===== src/rtl/bus_pkg.sv =====
package bus_pkg;

  // bus widths
  typedef logic [63:0] addr_t;  // always 8 byte aligned on the bus
  typedef logic [63:0] data_t;  // one beat
  typedef logic [7:0]  strb_t;  // one bit per byte lane

  // axi read address channel, single beat
  typedef struct packed {
    logic  valid;
    addr_t addr;
  } ar_t;

  // axi read data channel
  typedef struct packed {
    logic  valid;
    data_t data;
  } r_t;

  // axi write address channel
  typedef struct packed {
    logic  valid;
    addr_t addr;
  } aw_t;

  // axi write data channel
  typedef struct packed {
    logic  valid;
    data_t data;
    strb_t strb;
  } w_t;

  // axi write response, code ignored
  typedef struct packed {
    logic valid;
  } b_t;

  // requester to arbiter, valid held until the response
  typedef struct packed {
    logic  valid;
    logic  wen;
    addr_t addr;
    data_t data;
    strb_t strb;
  } bus_req_t;

  // arbiter to requester, valid is a single pulse
  typedef struct packed {
    logic  valid;
    data_t data;
  } bus_rsp_t;

endpackage


===== src/rtl/core_pkg.sv =====
package core_pkg;

  // cpu side widths
  typedef logic [31:0] pc_t;    // instruction address
  typedef logic [31:0] inst_t;  // one instruction word
  typedef logic [63:0] xlen_t;  // register width

  // memory op code
  // bit 2 selects zero extension, bits 1:0 give the size
  // stores use the four signed codes
  typedef enum logic [2:0] {
    lb  = 3'b000,
    lh  = 3'b001,
    lw  = 3'b010,
    ld  = 3'b011,
    lbu = 3'b100,
    lhu = 3'b101,
    lwu = 3'b110
  } mem_op_e;

  // branch or trap target from the pipeline
  typedef struct packed {
    logic valid;
    pc_t  target;
  } redirect_t;

  // one load or store from the pipeline
  typedef struct packed {
    logic    valid;
    logic    wen;    // 1 for store
    mem_op_e op;
    xlen_t   addr;   // byte address
    xlen_t   wdata;  // store data, low aligned
  } ls_req_t;

  // first fetch after reset
  localparam pc_t RESET_PC_DEFAULT = 32'h8000_0000;

endpackage


===== src/rtl/bus_arbiter.sv =====
`timescale 1ns/1ps

module bus_arbiter (
  input  logic              clk,
  input  logic              rst,
  input  bus_pkg::bus_req_t i_req_i,
  input  bus_pkg::bus_req_t d_req_i,
  output bus_pkg::bus_rsp_t i_rsp_o,
  output bus_pkg::bus_rsp_t d_rsp_o,
  output bus_pkg::ar_t      ar_o,
  input  logic              ar_ready_i,
  input  bus_pkg::r_t       r_i,
  output logic              r_ready_o,
  output bus_pkg::aw_t      aw_o,
  input  logic              aw_ready_i,
  output bus_pkg::w_t       w_o,
  input  logic              w_ready_i,
  input  bus_pkg::b_t       b_i,
  output logic              b_ready_o
);

  typedef enum logic [2:0] {
    st_idle,
    st_read_addr,
    st_read_data,
    st_write_req,
    st_write_resp
  } arb_state_e;

  arb_state_e        state_q;
  logic              grant_d_q;  // data side owns the bus
  logic              aw_pend_q;
  logic              w_pend_q;
  logic              i_rsp_valid_q;
  logic              d_rsp_valid_q;
  bus_pkg::data_t    rsp_data_q;
  logic              d_pick;
  logic              i_pick;
  logic              new_wen;
  bus_pkg::bus_req_t own_req;
  logic              r_fire;
  logic              b_fire;
  logic              aw_done;
  logic              w_done;

  // a side whose response pulses now still shows its old valid
  assign d_pick  = d_req_i.valid && !d_rsp_valid_q;
  assign i_pick  = i_req_i.valid && !i_rsp_valid_q && !d_pick;
  assign new_wen = d_pick ? d_req_i.wen : i_req_i.wen;

  // requesters hold their fields, so the channels read them directly
  assign own_req = grant_d_q ? d_req_i : i_req_i;

  assign r_fire  = (state_q == st_read_data) && r_i.valid;
  assign b_fire  = (state_q == st_write_resp) && b_i.valid;
  assign aw_done = !aw_pend_q || aw_ready_i;
  assign w_done  = !w_pend_q || w_ready_i;

  always_ff @(posedge clk) begin
    if (rst) begin
      state_q       <= st_idle;
      grant_d_q     <= 1'b0;
      aw_pend_q     <= 1'b0;
      w_pend_q      <= 1'b0;
      i_rsp_valid_q <= 1'b0;
      d_rsp_valid_q <= 1'b0;
    end else begin
      i_rsp_valid_q <= (r_fire || b_fire) && !grant_d_q;
      d_rsp_valid_q <= (r_fire || b_fire) && grant_d_q;
      case (state_q)
        st_idle: begin
          if (d_pick || i_pick) begin
            grant_d_q <= d_pick;
            if (new_wen) begin
              aw_pend_q <= 1'b1;  // aw and w go up together
              w_pend_q  <= 1'b1;
              state_q   <= st_write_req;
            end else begin
              state_q <= st_read_addr;
            end
          end
        end
        st_read_addr: if (ar_ready_i) state_q <= st_read_data;
        st_read_data: if (r_i.valid) state_q <= st_idle;
        st_write_req: begin
          if (aw_ready_i) aw_pend_q <= 1'b0;
          if (w_ready_i) w_pend_q <= 1'b0;
          if (aw_done && w_done) state_q <= st_write_resp;
        end
        st_write_resp: if (b_i.valid) state_q <= st_idle;
        default: state_q <= st_idle;
      endcase
    end
  end

  always_ff @(posedge clk) begin
    if (r_fire) begin
      rsp_data_q <= r_i.data;
    end else if (b_fire) begin
      rsp_data_q <= '0;
    end
  end

  assign ar_o.valid = (state_q == st_read_addr);
  assign ar_o.addr  = own_req.addr;
  assign r_ready_o  = (state_q == st_read_data);

  assign aw_o.valid = aw_pend_q;
  assign aw_o.addr  = own_req.addr;
  assign w_o.valid  = w_pend_q;
  assign w_o.data   = own_req.data;
  assign w_o.strb   = own_req.strb;
  assign b_ready_o  = (state_q == st_write_resp);

  assign i_rsp_o.valid = i_rsp_valid_q;
  assign i_rsp_o.data  = rsp_data_q;
  assign d_rsp_o.valid = d_rsp_valid_q;
  assign d_rsp_o.data  = rsp_data_q;

  // holds only while the granted requester keeps its request steady
  assert property (@(posedge clk) disable iff (rst)
    ar_o.valid && !ar_ready_i |=> ar_o.valid && $stable(ar_o.addr));

endmodule


===== src/rtl/fetch_unit.sv =====
`timescale 1ns/1ps

module fetch_unit #(
  parameter core_pkg::pc_t RESET_PC = core_pkg::RESET_PC_DEFAULT
) (
  input  logic                clk,
  input  logic                rst,
  input  core_pkg::redirect_t redirect_i,
  input  logic                inst_ready_i,
  input  bus_pkg::bus_rsp_t   i_rsp_i,
  output bus_pkg::bus_req_t   i_req_o,
  output core_pkg::inst_t     inst_o,
  output core_pkg::pc_t       inst_pc_o,
  output logic                inst_valid_o
);

  typedef enum logic [1:0] {
    st_req,   // issue cycle of a fetch
    st_wait,  // fetch in flight
    st_hold   // instruction shown to the pipeline
  } fetch_state_e;

  fetch_state_e    state_q;
  core_pkg::pc_t   pc_q;        // pc of the fetch in flight or held
  core_pkg::pc_t   redir_pc_q;  // target seen while a fetch was in flight
  logic            discard_q;   // response in flight is stale
  core_pkg::inst_t inst_q;
  core_pkg::pc_t   next_pc;
  logic            in_flight;
  logic            consumed;

  assign in_flight = (state_q != st_hold);
  assign consumed  = inst_valid_o && inst_ready_i;

  always_comb begin
    if (redirect_i.valid) begin
      next_pc = redirect_i.target;
    end else if (discard_q) begin
      next_pc = redir_pc_q;
    end else begin
      next_pc = pc_q + 32'd4;
    end
  end

  always_ff @(posedge clk) begin
    if (rst) begin
      state_q   <= st_req;
      pc_q      <= RESET_PC;
      discard_q <= 1'b0;
    end else begin
      case (state_q)
        st_req, st_wait: begin
          if (i_rsp_i.valid) begin
            if (discard_q || redirect_i.valid) begin
              pc_q      <= next_pc;  // drop the beat, refetch at target
              discard_q <= 1'b0;
              state_q   <= st_req;
            end else begin
              state_q <= st_hold;
            end
          end else begin
            state_q <= st_wait;
            if (redirect_i.valid) discard_q <= 1'b1;
          end
        end
        st_hold: begin
          if (redirect_i.valid || consumed) begin
            pc_q    <= next_pc;
            state_q <= st_req;
          end
        end
        default: state_q <= st_req;
      endcase
    end
  end

  always_ff @(posedge clk) begin
    if (in_flight && redirect_i.valid) redir_pc_q <= redirect_i.target;
    if (in_flight && i_rsp_i.valid) begin
      inst_q <= pc_q[2] ? i_rsp_i.data[63:32] : i_rsp_i.data[31:0];  // word pick
    end
  end

  assign i_req_o.valid = in_flight;
  assign i_req_o.wen   = 1'b0;
  assign i_req_o.addr  = {32'h0, pc_q[31:3], 3'b000};
  assign i_req_o.data  = '0;
  assign i_req_o.strb  = '0;

  assign inst_o       = inst_q;
  assign inst_pc_o    = pc_q;
  assign inst_valid_o = (state_q == st_hold);

  // targets come from jumps and traps, always word aligned
  assert property (@(posedge clk) disable iff (rst)
    redirect_i.valid |-> redirect_i.target[1:0] == 2'b00);

  // arbiter needs at least a grant cycle and a channel cycle
  assert property (@(posedge clk) disable iff (rst)
    state_q == st_req |-> !i_rsp_i.valid);

endmodule


===== src/rtl/load_store_unit.sv =====
`timescale 1ns/1ps

module load_store_unit (
  input  logic              clk,
  input  logic              rst,
  input  core_pkg::ls_req_t ls_req_i,
  input  bus_pkg::bus_rsp_t d_rsp_i,
  output bus_pkg::bus_req_t d_req_o,
  output logic              ls_busy_o,
  output logic              ls_done_o,
  output core_pkg::xlen_t   ls_rdata_o
);

  logic              busy_q;
  logic              done_q;
  logic              wen_q;
  core_pkg::mem_op_e op_q;
  core_pkg::xlen_t   addr_q;
  core_pkg::xlen_t   wdata_q;
  core_pkg::xlen_t   rdata_q;
  logic              accept;
  logic              rsp_fire;
  logic [5:0]        lane_shift;  // byte offset in bits
  bus_pkg::strb_t    size_mask;   // strobe before the lane shift
  core_pkg::xlen_t   load_bytes;
  core_pkg::xlen_t   load_ext;
  logic [2:0]        req_align;   // address bits that must be zero

  assign accept     = ls_req_i.valid && !busy_q;
  assign rsp_fire   = busy_q && d_rsp_i.valid;
  assign lane_shift = {addr_q[2:0], 3'b000};

  always_comb begin
    case (op_q[1:0])
      2'b00:   size_mask = 8'h01;
      2'b01:   size_mask = 8'h03;
      2'b10:   size_mask = 8'h0f;
      default: size_mask = 8'hff;
    endcase
  end

  // stores go out in their byte lanes
  assign d_req_o.valid = busy_q;
  assign d_req_o.wen   = wen_q;
  assign d_req_o.addr  = {addr_q[63:3], 3'b000};
  assign d_req_o.data  = wdata_q << lane_shift;
  assign d_req_o.strb  = wen_q ? (size_mask << addr_q[2:0]) : '0;

  // loads come back down to bit 0
  assign load_bytes = d_rsp_i.data >> lane_shift;

  always_comb begin
    case (op_q)
      core_pkg::lb:  load_ext = {{56{load_bytes[7]}}, load_bytes[7:0]};
      core_pkg::lh:  load_ext = {{48{load_bytes[15]}}, load_bytes[15:0]};
      core_pkg::lw:  load_ext = {{32{load_bytes[31]}}, load_bytes[31:0]};
      core_pkg::lbu: load_ext = {56'h0, load_bytes[7:0]};
      core_pkg::lhu: load_ext = {48'h0, load_bytes[15:0]};
      core_pkg::lwu: load_ext = {32'h0, load_bytes[31:0]};
      default:       load_ext = load_bytes;  // ld
    endcase
  end

  always_ff @(posedge clk) begin
    if (rst) begin
      busy_q <= 1'b0;
      done_q <= 1'b0;
    end else begin
      done_q <= rsp_fire;
      if (accept) begin
        busy_q <= 1'b1;
      end else if (rsp_fire) begin
        busy_q <= 1'b0;
      end
    end
  end

  always_ff @(posedge clk) begin
    if (accept) begin
      wen_q   <= ls_req_i.wen;
      op_q    <= ls_req_i.op;
      addr_q  <= ls_req_i.addr;
      wdata_q <= ls_req_i.wdata;
    end
    if (rsp_fire) rdata_q <= load_ext;  // zero for a store
  end

  assign ls_busy_o  = busy_q;
  assign ls_done_o  = done_q;
  assign ls_rdata_o = rdata_q;

  always_comb begin
    case (ls_req_i.op[1:0])
      2'b00:   req_align = 3'b000;
      2'b01:   req_align = 3'b001;
      2'b10:   req_align = 3'b011;
      default: req_align = 3'b111;
    endcase
  end

  // naturally aligned accesses never cross a beat
  assert property (@(posedge clk) disable iff (rst)
    accept |-> (ls_req_i.addr[2:0] & req_align) == 3'b000);

  // pipeline must wait for busy to drop
  assert property (@(posedge clk) disable iff (rst)
    ls_busy_o |-> !ls_req_i.valid);

endmodule


===== src/rtl/mem_frontend_top.sv =====
`timescale 1ns/1ps

module mem_frontend_top #(
  parameter core_pkg::pc_t RESET_PC = core_pkg::RESET_PC_DEFAULT
) (
  input  logic                clk,
  input  logic                rst,
  // fetch side
  input  core_pkg::redirect_t redirect_i,
  input  logic                inst_ready_i,
  output core_pkg::inst_t     inst_o,
  output core_pkg::pc_t       inst_pc_o,
  output logic                inst_valid_o,
  // load/store side
  input  core_pkg::ls_req_t   ls_req_i,
  output logic                ls_busy_o,
  output logic                ls_done_o,
  output core_pkg::xlen_t     ls_rdata_o,
  // axi master
  output bus_pkg::ar_t        ar_o,
  input  logic                ar_ready_i,
  input  bus_pkg::r_t         r_i,
  output logic                r_ready_o,
  output bus_pkg::aw_t        aw_o,
  input  logic                aw_ready_i,
  output bus_pkg::w_t         w_o,
  input  logic                w_ready_i,
  input  bus_pkg::b_t         b_i,
  output logic                b_ready_o
);

  bus_pkg::bus_req_t i_req;
  bus_pkg::bus_req_t d_req;
  bus_pkg::bus_rsp_t i_rsp;
  bus_pkg::bus_rsp_t d_rsp;

  fetch_unit #(
    .RESET_PC (RESET_PC)
  ) u_fetch (
    .clk          (clk),
    .rst          (rst),
    .redirect_i   (redirect_i),
    .inst_ready_i (inst_ready_i),
    .i_rsp_i      (i_rsp),
    .i_req_o      (i_req),
    .inst_o       (inst_o),
    .inst_pc_o    (inst_pc_o),
    .inst_valid_o (inst_valid_o)
  );

  load_store_unit u_lsu (
    .clk        (clk),
    .rst        (rst),
    .ls_req_i   (ls_req_i),
    .d_rsp_i    (d_rsp),
    .d_req_o    (d_req),
    .ls_busy_o  (ls_busy_o),
    .ls_done_o  (ls_done_o),
    .ls_rdata_o (ls_rdata_o)
  );

  // data before instructions
  bus_arbiter u_arb (
    .clk        (clk),
    .rst        (rst),
    .i_req_i    (i_req),
    .d_req_i    (d_req),
    .i_rsp_o    (i_rsp),
    .d_rsp_o    (d_rsp),
    .ar_o       (ar_o),
    .ar_ready_i (ar_ready_i),
    .r_i        (r_i),
    .r_ready_o  (r_ready_o),
    .aw_o       (aw_o),
    .aw_ready_i (aw_ready_i),
    .w_o        (w_o),
    .w_ready_i  (w_ready_i),
    .b_i        (b_i),
    .b_ready_o  (b_ready_o)
  );

endmodule


===== config.mk =====
export PLATFORM = sky130hd
export DESIGN_NAME = mem_frontend_top
export DESIGN_NICKNAME = d
export VERILOG_FILES = /design/src/rtl/bus_pkg.sv /design/src/rtl/core_pkg.sv /design/src/rtl/bus_arbiter.sv /design/src/rtl/fetch_unit.sv /design/src/rtl/load_store_unit.sv /design/src/rtl/mem_frontend_top.sv
export SDC_FILE = /design/constraint.sdc
export NUM_CORES = 1
export LEC_CHECK = 0
export BUFFER_PORTS_ARGS = -buffer_cell sky130_fd_sc_hd__buf_2
export CORE_AREA = 3 3 221 223
export CTS_BUF_LIST = sky130_fd_sc_hd__clkbuf_4
export DETAILED_ROUTE_END_ITERATION = 10
export DIE_AREA = 0 0 224 226
export GPL_TIMING_DRIVEN = 0
export HOLD_SLACK_MARGIN = 0.06
export PLACE_DENSITY_LB_ADDON = 0.25
export SYNTH_ARGS = -nofsm -noshare
export SYNTH_HDL_FRONTEND = slang
export SYNTH_SLANG_ARGS = --single-unit

===== constraint.sdc =====
create_clock -name clk -period 9.25 [get_ports clk]
set_clock_uncertainty 0.1 [all_clocks]
set_input_delay 1.85 -clock clk [delete_from_list [all_inputs] [get_ports clk]]
set_output_delay 1.85 -clock clk [all_outputs]
set_load 0.05 [all_outputs]

==> impl_metrics.toml, run 1 <==
[routing]
dr_total_vias = 15900
drt_iter0_drc = 1720
totalWireLength_um = 70900
vias_per_cell = 5.46
final_antenna_net_count = 0
avgRoutedWirePerCell_um = 24.3
drcViolationCount = 0
drt_first_pass_iters = 5

[critical_path]
critPathLaunchType = "register"
path_class = "register to output port"
cp-end-kind = "output port"
worstPathRequired_ns = 7.30
worstPathMaxFanout = 10
startpoint = "u_lsu.addr_q[1]"
cp.arrival_ns = 3.96
rr_startpoint = "u_lsu.addr_q[1]"

[timing]
worst_pin_slew_ns = 1.32
hold_ws_ns = 0.376
slew_violations = 0
setup_viol = 0
period_needed_ns = 5.91
timing.fmax_ghz = 0.169
finalSetupTns_ns = 0
fin_ws_ns = 3.34
rsz0062_at_grt = "false"
finalHoldViolCount = 0
post-route-period-util_pct = 63.9
slew-limit-headroom_pct = 11.4

[logic_synthesis]
async_flop_share_pct = 0
ys.flop_type = "edfxtp_1"
netlist_area_um2 = 18500
yosysTopAreaCellShare_pct = 52.6
synth_area_per_cell_um2 = 12.1
yosys_warnings = 0
syn_inst = 1531
seq_area_frac_synth_pct = 57.5
synth-seq-cells = 369
synth_cell_types = 67
synth_edf_count = 324
ys_top_cells_by_area = "edfxtp_1, mux2_2, dfxtp_1"
synth_top_area_cell = "edfxtp_1"

[power]
power_mw = 5.05
leakagePower_nw = 10.2
irDropWorstVdd_mv = 0.126
power.density_nw_per_um2 = 214

[cells_and_area]
layout-drive-gt1-share_pct = 41.9
final_cell_count_no_fill = 2918
layout_commonest_cell = "buf_2"
layout.nets = 2454
design_area_um2 = 23600
layout-area-overhead-vs-synth_pct = 27.5
finish.utilization_pct = 50.5
mostFrequentLayoutCells = "buf_2, edfxtp_1, clkbuf_4, nand2_1, clkbuf_1"

[clocking]
cts_buffers = 104
cts_tree = "done"
cts.clk_slew.worst_paths_ns = 0.06
post-cts-setup-buffers = 0
worstSkewPairLatency_ns = 0.87
cts.sinks = 369
ctsHoldBuffers = 0
cts_resized = 0
cts_max_path_buffers = 3
h-tree-depth = 3
cts_root_buf = "clkbuf_4"

[floorplanning]
die-area_um2 = 50600
start_util_pct = 39.6
ios = 574
die_h_um = 226
rows = 79
die_x_um = 224
core_area_um2 = 46800

[global_route]
first_global_vias = 16000
gr-usage-all-layers_pct = 27.0
grt_max_degree = 66
antenna_found_initial = 18
gr-total-overflow = 0
grt_pass1_wl_um = 102000

[run]
cap_violations = 0

[place]
gp_congestion = 0.929
place_inst = 2716
port_buffers = 567
place_area_um2 = 22300
dp_hpwl_um = 54400
place_ws_ns = 4.30

[status]
status = "completed"

[hold_path]
holdCritPathClass = "register to register"
hold_path.startpoint = "u_arb.aw_pend_q"
synth_stat cells (all sizes together), types with 15 or more instances:
master,n
edfxtp,324
mux2,82
mux4,34
and3,81
dfxtp,45
nand2,128
a211oi,33
o21ai,75
clkbuf,87
mux2i,73
nor3,15
a21oi,81
buf,101
nor2b,50
nor2,86
nand3,15
and2,60
a22oi,29
cell families (layout without fill, tap and decap cells):
| group | count (synthesis) | in the layout | synth area share, % |
|---|---|---|---|
| compound gates | 292 | 292 | 10.2 |
| fa+ha+maj | 1 | 1 | 0.0676 |
| buf+inv | 198 | 954 | 5.72 |
| flops | 369 | 369 | 57.5 |
| mux | 189 | 189 | 13.1 |
| other cells | 1 | 25 | 0.0203 |
| simple gates | 481 | 481 | 13.5 |
report_power, final:
| part | total (mW) | internal [mW] | leakage (nW) | switching, mW |
|---|---|---|---|---|
| sequential | 2.11 | 1.99 | 3.38 | 0.114 |
| clock | 1.48 | 0.773 | 0.777 | 0.712 |
| combinational | 1.46 | 0.447 | 6.02 | 1.01 |
state kept, by name (all words and copies together), names as in the netlist, 2 cells and up:
signal / count
u_fetch.redir_pc_q: 32
u_lsu.wdata_q: 64
u_lsu.addr_q: 64
u_lsu.op_q: 3
u_arb.state_q: 3
u_fetch.inst_o: 32
u_fetch.state_q: 2
u_arb.rsp_data_q: 64
u_fetch.inst_pc_o: 32
u_lsu.ls_rdata_o: 64
final timing paths:
path,endpoint,slack [ns],depth (start not counted)
setup / recovery,w_o[4],3.34,7
hold / removal,u_arb.aw_pend_q,0.38,2
setup reg to reg,u_lsu.ls_rdata_o[9],6.03,6
hold reg to reg,u_arb.aw_pend_q,0.38,2
layout make-up:
class | count | area [µm²]
repair buffers | 573 | 2960
diodes | 19 | 47.5
inverters | 10 | 37.5
clock buffers | 151 | 1130
plain buffers | 188 | 1020
well taps | 607 | 759
flip-flops and latches | 369 | 10600
multi-input cells | 969 | 6850
fillers | 4309 | 23200
clock inverters | 32 | 154
per-layer routing:
metal | up-vias | track usage (%) | wire, µm
met1 | 7706 | 33.6 | 27600
li1 | 7148 | - | -
met5 | - | 0 | 76
met3 | 156 | 7.89 | 6740
met2 | 913 | 45.0 | 34200
met4 | 12 | 9.88 | 2260
critical path, stage by stage, from the launching register on:
cell	delay, ns
edfxtp_1	0.47
clkbuf_1	0.56
buf_1	0.81
clkbuf_1	0.50
a22oi_1	0.16
o32a_1	0.20
nor2_1	0.09
buf_2	0.29
Note: power is estimated with default switching activity, not from simulation.
==> run 2, diff against run 1 <==
- ABC_AREA: unset -> 1
- CORE_AREA: 3 3 221 223 -> 3 3 219 221
- DIE_AREA: 0 0 224 226 -> 0 0 222 224
- clock period: 9.25 -> 5 ns (I/O delays scaled with it)
==> run 2 against run 1 <==
Core utilization rose by 1.1 points. Largest cell class unchanged. Synthesized cell count increased by 37%. Clock power increased by 79%. Register-to-register slack got worse by 3.4 ns. Critical path type unchanged. Flip-flop and latch count is the same.
==> impl_metrics.toml, run 2 <==
[status]
status = "completed"

[timing]
slew-limit-headroom_pct = 37.2
setup_viol = 0
timing.fmax_ghz = 0.217
finalSetupTns_ns = 0
rsz0062_at_grt = "false"
post-route-period-util_pct = 92.1
finalHoldViolCount = 0
period_needed_ns = 4.60
slew_violations = 0
worst_pin_slew_ns = 0.940
hold_ws_ns = 0.198
fin_ws_ns = 0.397

[logic_synthesis]
ys.flop_type = "edfxtp_1"
synth_top_family_by_area = "simple AND/OR/NAND/NOR gates"
synthAdderAreaFrac_pct = 0.0660
synth-simple-area-share_pct = 18.2
synth_top_area_cell = "edfxtp_1"
synth-compound-area-share_pct = 12.7
yosys_warnings = 0
seq_area_frac_synth_pct = 56.1
syn_inst = 2097
yosysTopAreaCellShare_pct = 51.3
netlist_area_um2 = 19000
synth_xor_area_share_pct = 0.416
synth.area.mux_share_pct = 1.28
synth_area_per_cell_um2 = 9.04
ys_top_cells_by_area = "edfxtp_1, nand2_1, o21ai_0"
synth.top_cells.by_count = "nand2_1, edfxtp_1, inv_1"
synth_edf_count = 324
synth.most_common_cell = "nand2_1"
async_flop_share_pct = 0
synth_cell_types = 45
synth-seq-cells = 369

[run]
cap_violations = 0

[global_route]
gr-usage-all-layers_pct = 30.3
first_global_vias = 18100
grt_max_degree = 96
grt_pass1_wl_um = 112000
antenna_found_initial = 18
gr-total-overflow = 0

[critical_path]
worstPathCellList = "clkbuf_1 > nand2_1 > clkbuf_1 > o22ai_1 > buf_2"
path_class = "register to output port"
cp.arrival_ns = 3.50
cp-end-kind = "output port"
cpPeakStageDelay_ns = 0.64
crit_slowest_cell = "clkbuf_1"
critPathLaunchType = "register"
worstPathRequired_ns = 3.90
worst_path_most_repeated_cell = "clkbuf_1"
worstPathMaxFanout = 10

[cells_and_area]
finish.utilization_pct = 51.6
layout-drive-gt1-share_pct = 31.9
layout.nets = 3010
final_cell_count_no_fill = 3463
layout-area-overhead-vs-synth_pct = 26.1
mostFrequentLayoutCells = "buf_2, nand2_1, edfxtp_1, inv_1, o21ai_0"
layout_commonest_cell = "buf_2"

[place]
port_buffers = 567
gp_congestion = 0.975
place_ws_ns = 1.21
place_inst = 3278
dp_hpwl_um = 61600

[power]
irDropWorstVdd_mv = 0.244
leakagePower_nw = 11.4
power.density_nw_per_um2 = 340

[clocking]
post-cts-setup-buffers = 0
cts_tree = "done"
cts.clk_slew.worst_paths_ns = 0.07
ctsHoldBuffers = 0
cts_root_buf = "clkbuf_4"
h-tree-depth = 3
cts.sinks = 369
cts_max_path_buffers = 3
cts_resized = 0
cts_buffers = 98
worstSkewPairLatency_ns = 0.88

[floorplanning]
rows = 79
die_h_um = 224
start_util_pct = 40.9
core_area_um2 = 46400
die_x_um = 222
ios = 574
die-area_um2 = 49700

[routing]
totalWireLength_um = 77700
final_antenna_net_count = 0
avgRoutedWirePerCell_um = 22.4
drt_iter0_drc = 1558
drt_first_pass_iters = 7
vias_per_cell = 5.22
drcViolationCount = 0
dr_total_vias = 18100

[hold_path]
holdCritPathClass = "input port to register"
-- run 2: cell count changes after synthesis, sizes merged, moves of 40 or more --
cell	change
and2	-60
and3	-81
buf	+44
clkbuf	-40
inv	+237
mux2	-82
mux2i	-50
nand2	+393
nor2	+124
nor2b	-50
o21ai	+146
-- run 2: kinds of logic after synthesis --
family / Yosys count
multiplexers: 23
buffers and inverters: 440
flip-flops: 369
XOR/XNOR: 9
AND/OR/NAND/NOR: 838
other: 1
AO/OA/AOI/OAI: 416
adder cells (fa/ha/maj): 1
-- run 2: critical path: cells and delay by family (launching register included) --
kind            cells  cell delay, ns
buf+inv             3            1.39
simple gates        1            0.49
compound gates      1            0.40
flops               1            0.35
-- run 2: through the flow --
stage | total power [mW] | cell area, µm²
final | 8.13 | 23900
after global routing | 8.50 | 23900
after global placement | 5.53 | 22600
after floorplan | 4.90 | 19000
after CTS | 8.19 | 23900
after detailed placement | 5.53 | 22600
-- run 2: final timing paths --
check                                        start                    to  cells after the start  slack (ns)
worst min-delay path                  ls_req_i[66]       u_lsu.addr_q[2]                      1        0.20
worst min register to register  u_fetch.state_q[1]    u_fetch.state_q[0]                      1        0.35
worst max register to register     u_lsu.addr_q[1]  u_lsu.ls_rdata_o[22]                      6        2.66
worst max-delay path               u_arb.grant_d_q               w_o[57]                      5        0.40
-- run 2: report_power, final --
| part | total, mW | leakage, nW | switching, mW | internal (mW) |
|---|---|---|---|---|
| clock | 2.65 | 0.739 | 1.28 | 1.37 |
| sequential | 3.66 | 3.43 | 0.107 | 3.55 |
| combinational | 1.81 | 7.18 | 1.35 | 0.468 |
-- run 2: metal layers --
metal / GRT usage (%) / vias to the layer above / wire [µm]
met2: 52.7 / 951 / 38400
li1: - / 8381 / -
met3: 7.33 / 239 / 6360
met1: 34.5 / 8489 / 28600
met4: 16.2 / 10 / 4400
met5: 0 / - / 64
-- run 2: cell type report --
class                   instances  area (µm²)
clock inverters                29         150
diodes                         11        27.5
plain buffers                 193        1210
repair buffers                569        2890
well taps                     607         759
flip-flops and latches        369       10600
clock buffers                 145        1090
fillers                      4398       22400
multi-input cells            1293        6230
inverters                     247         932
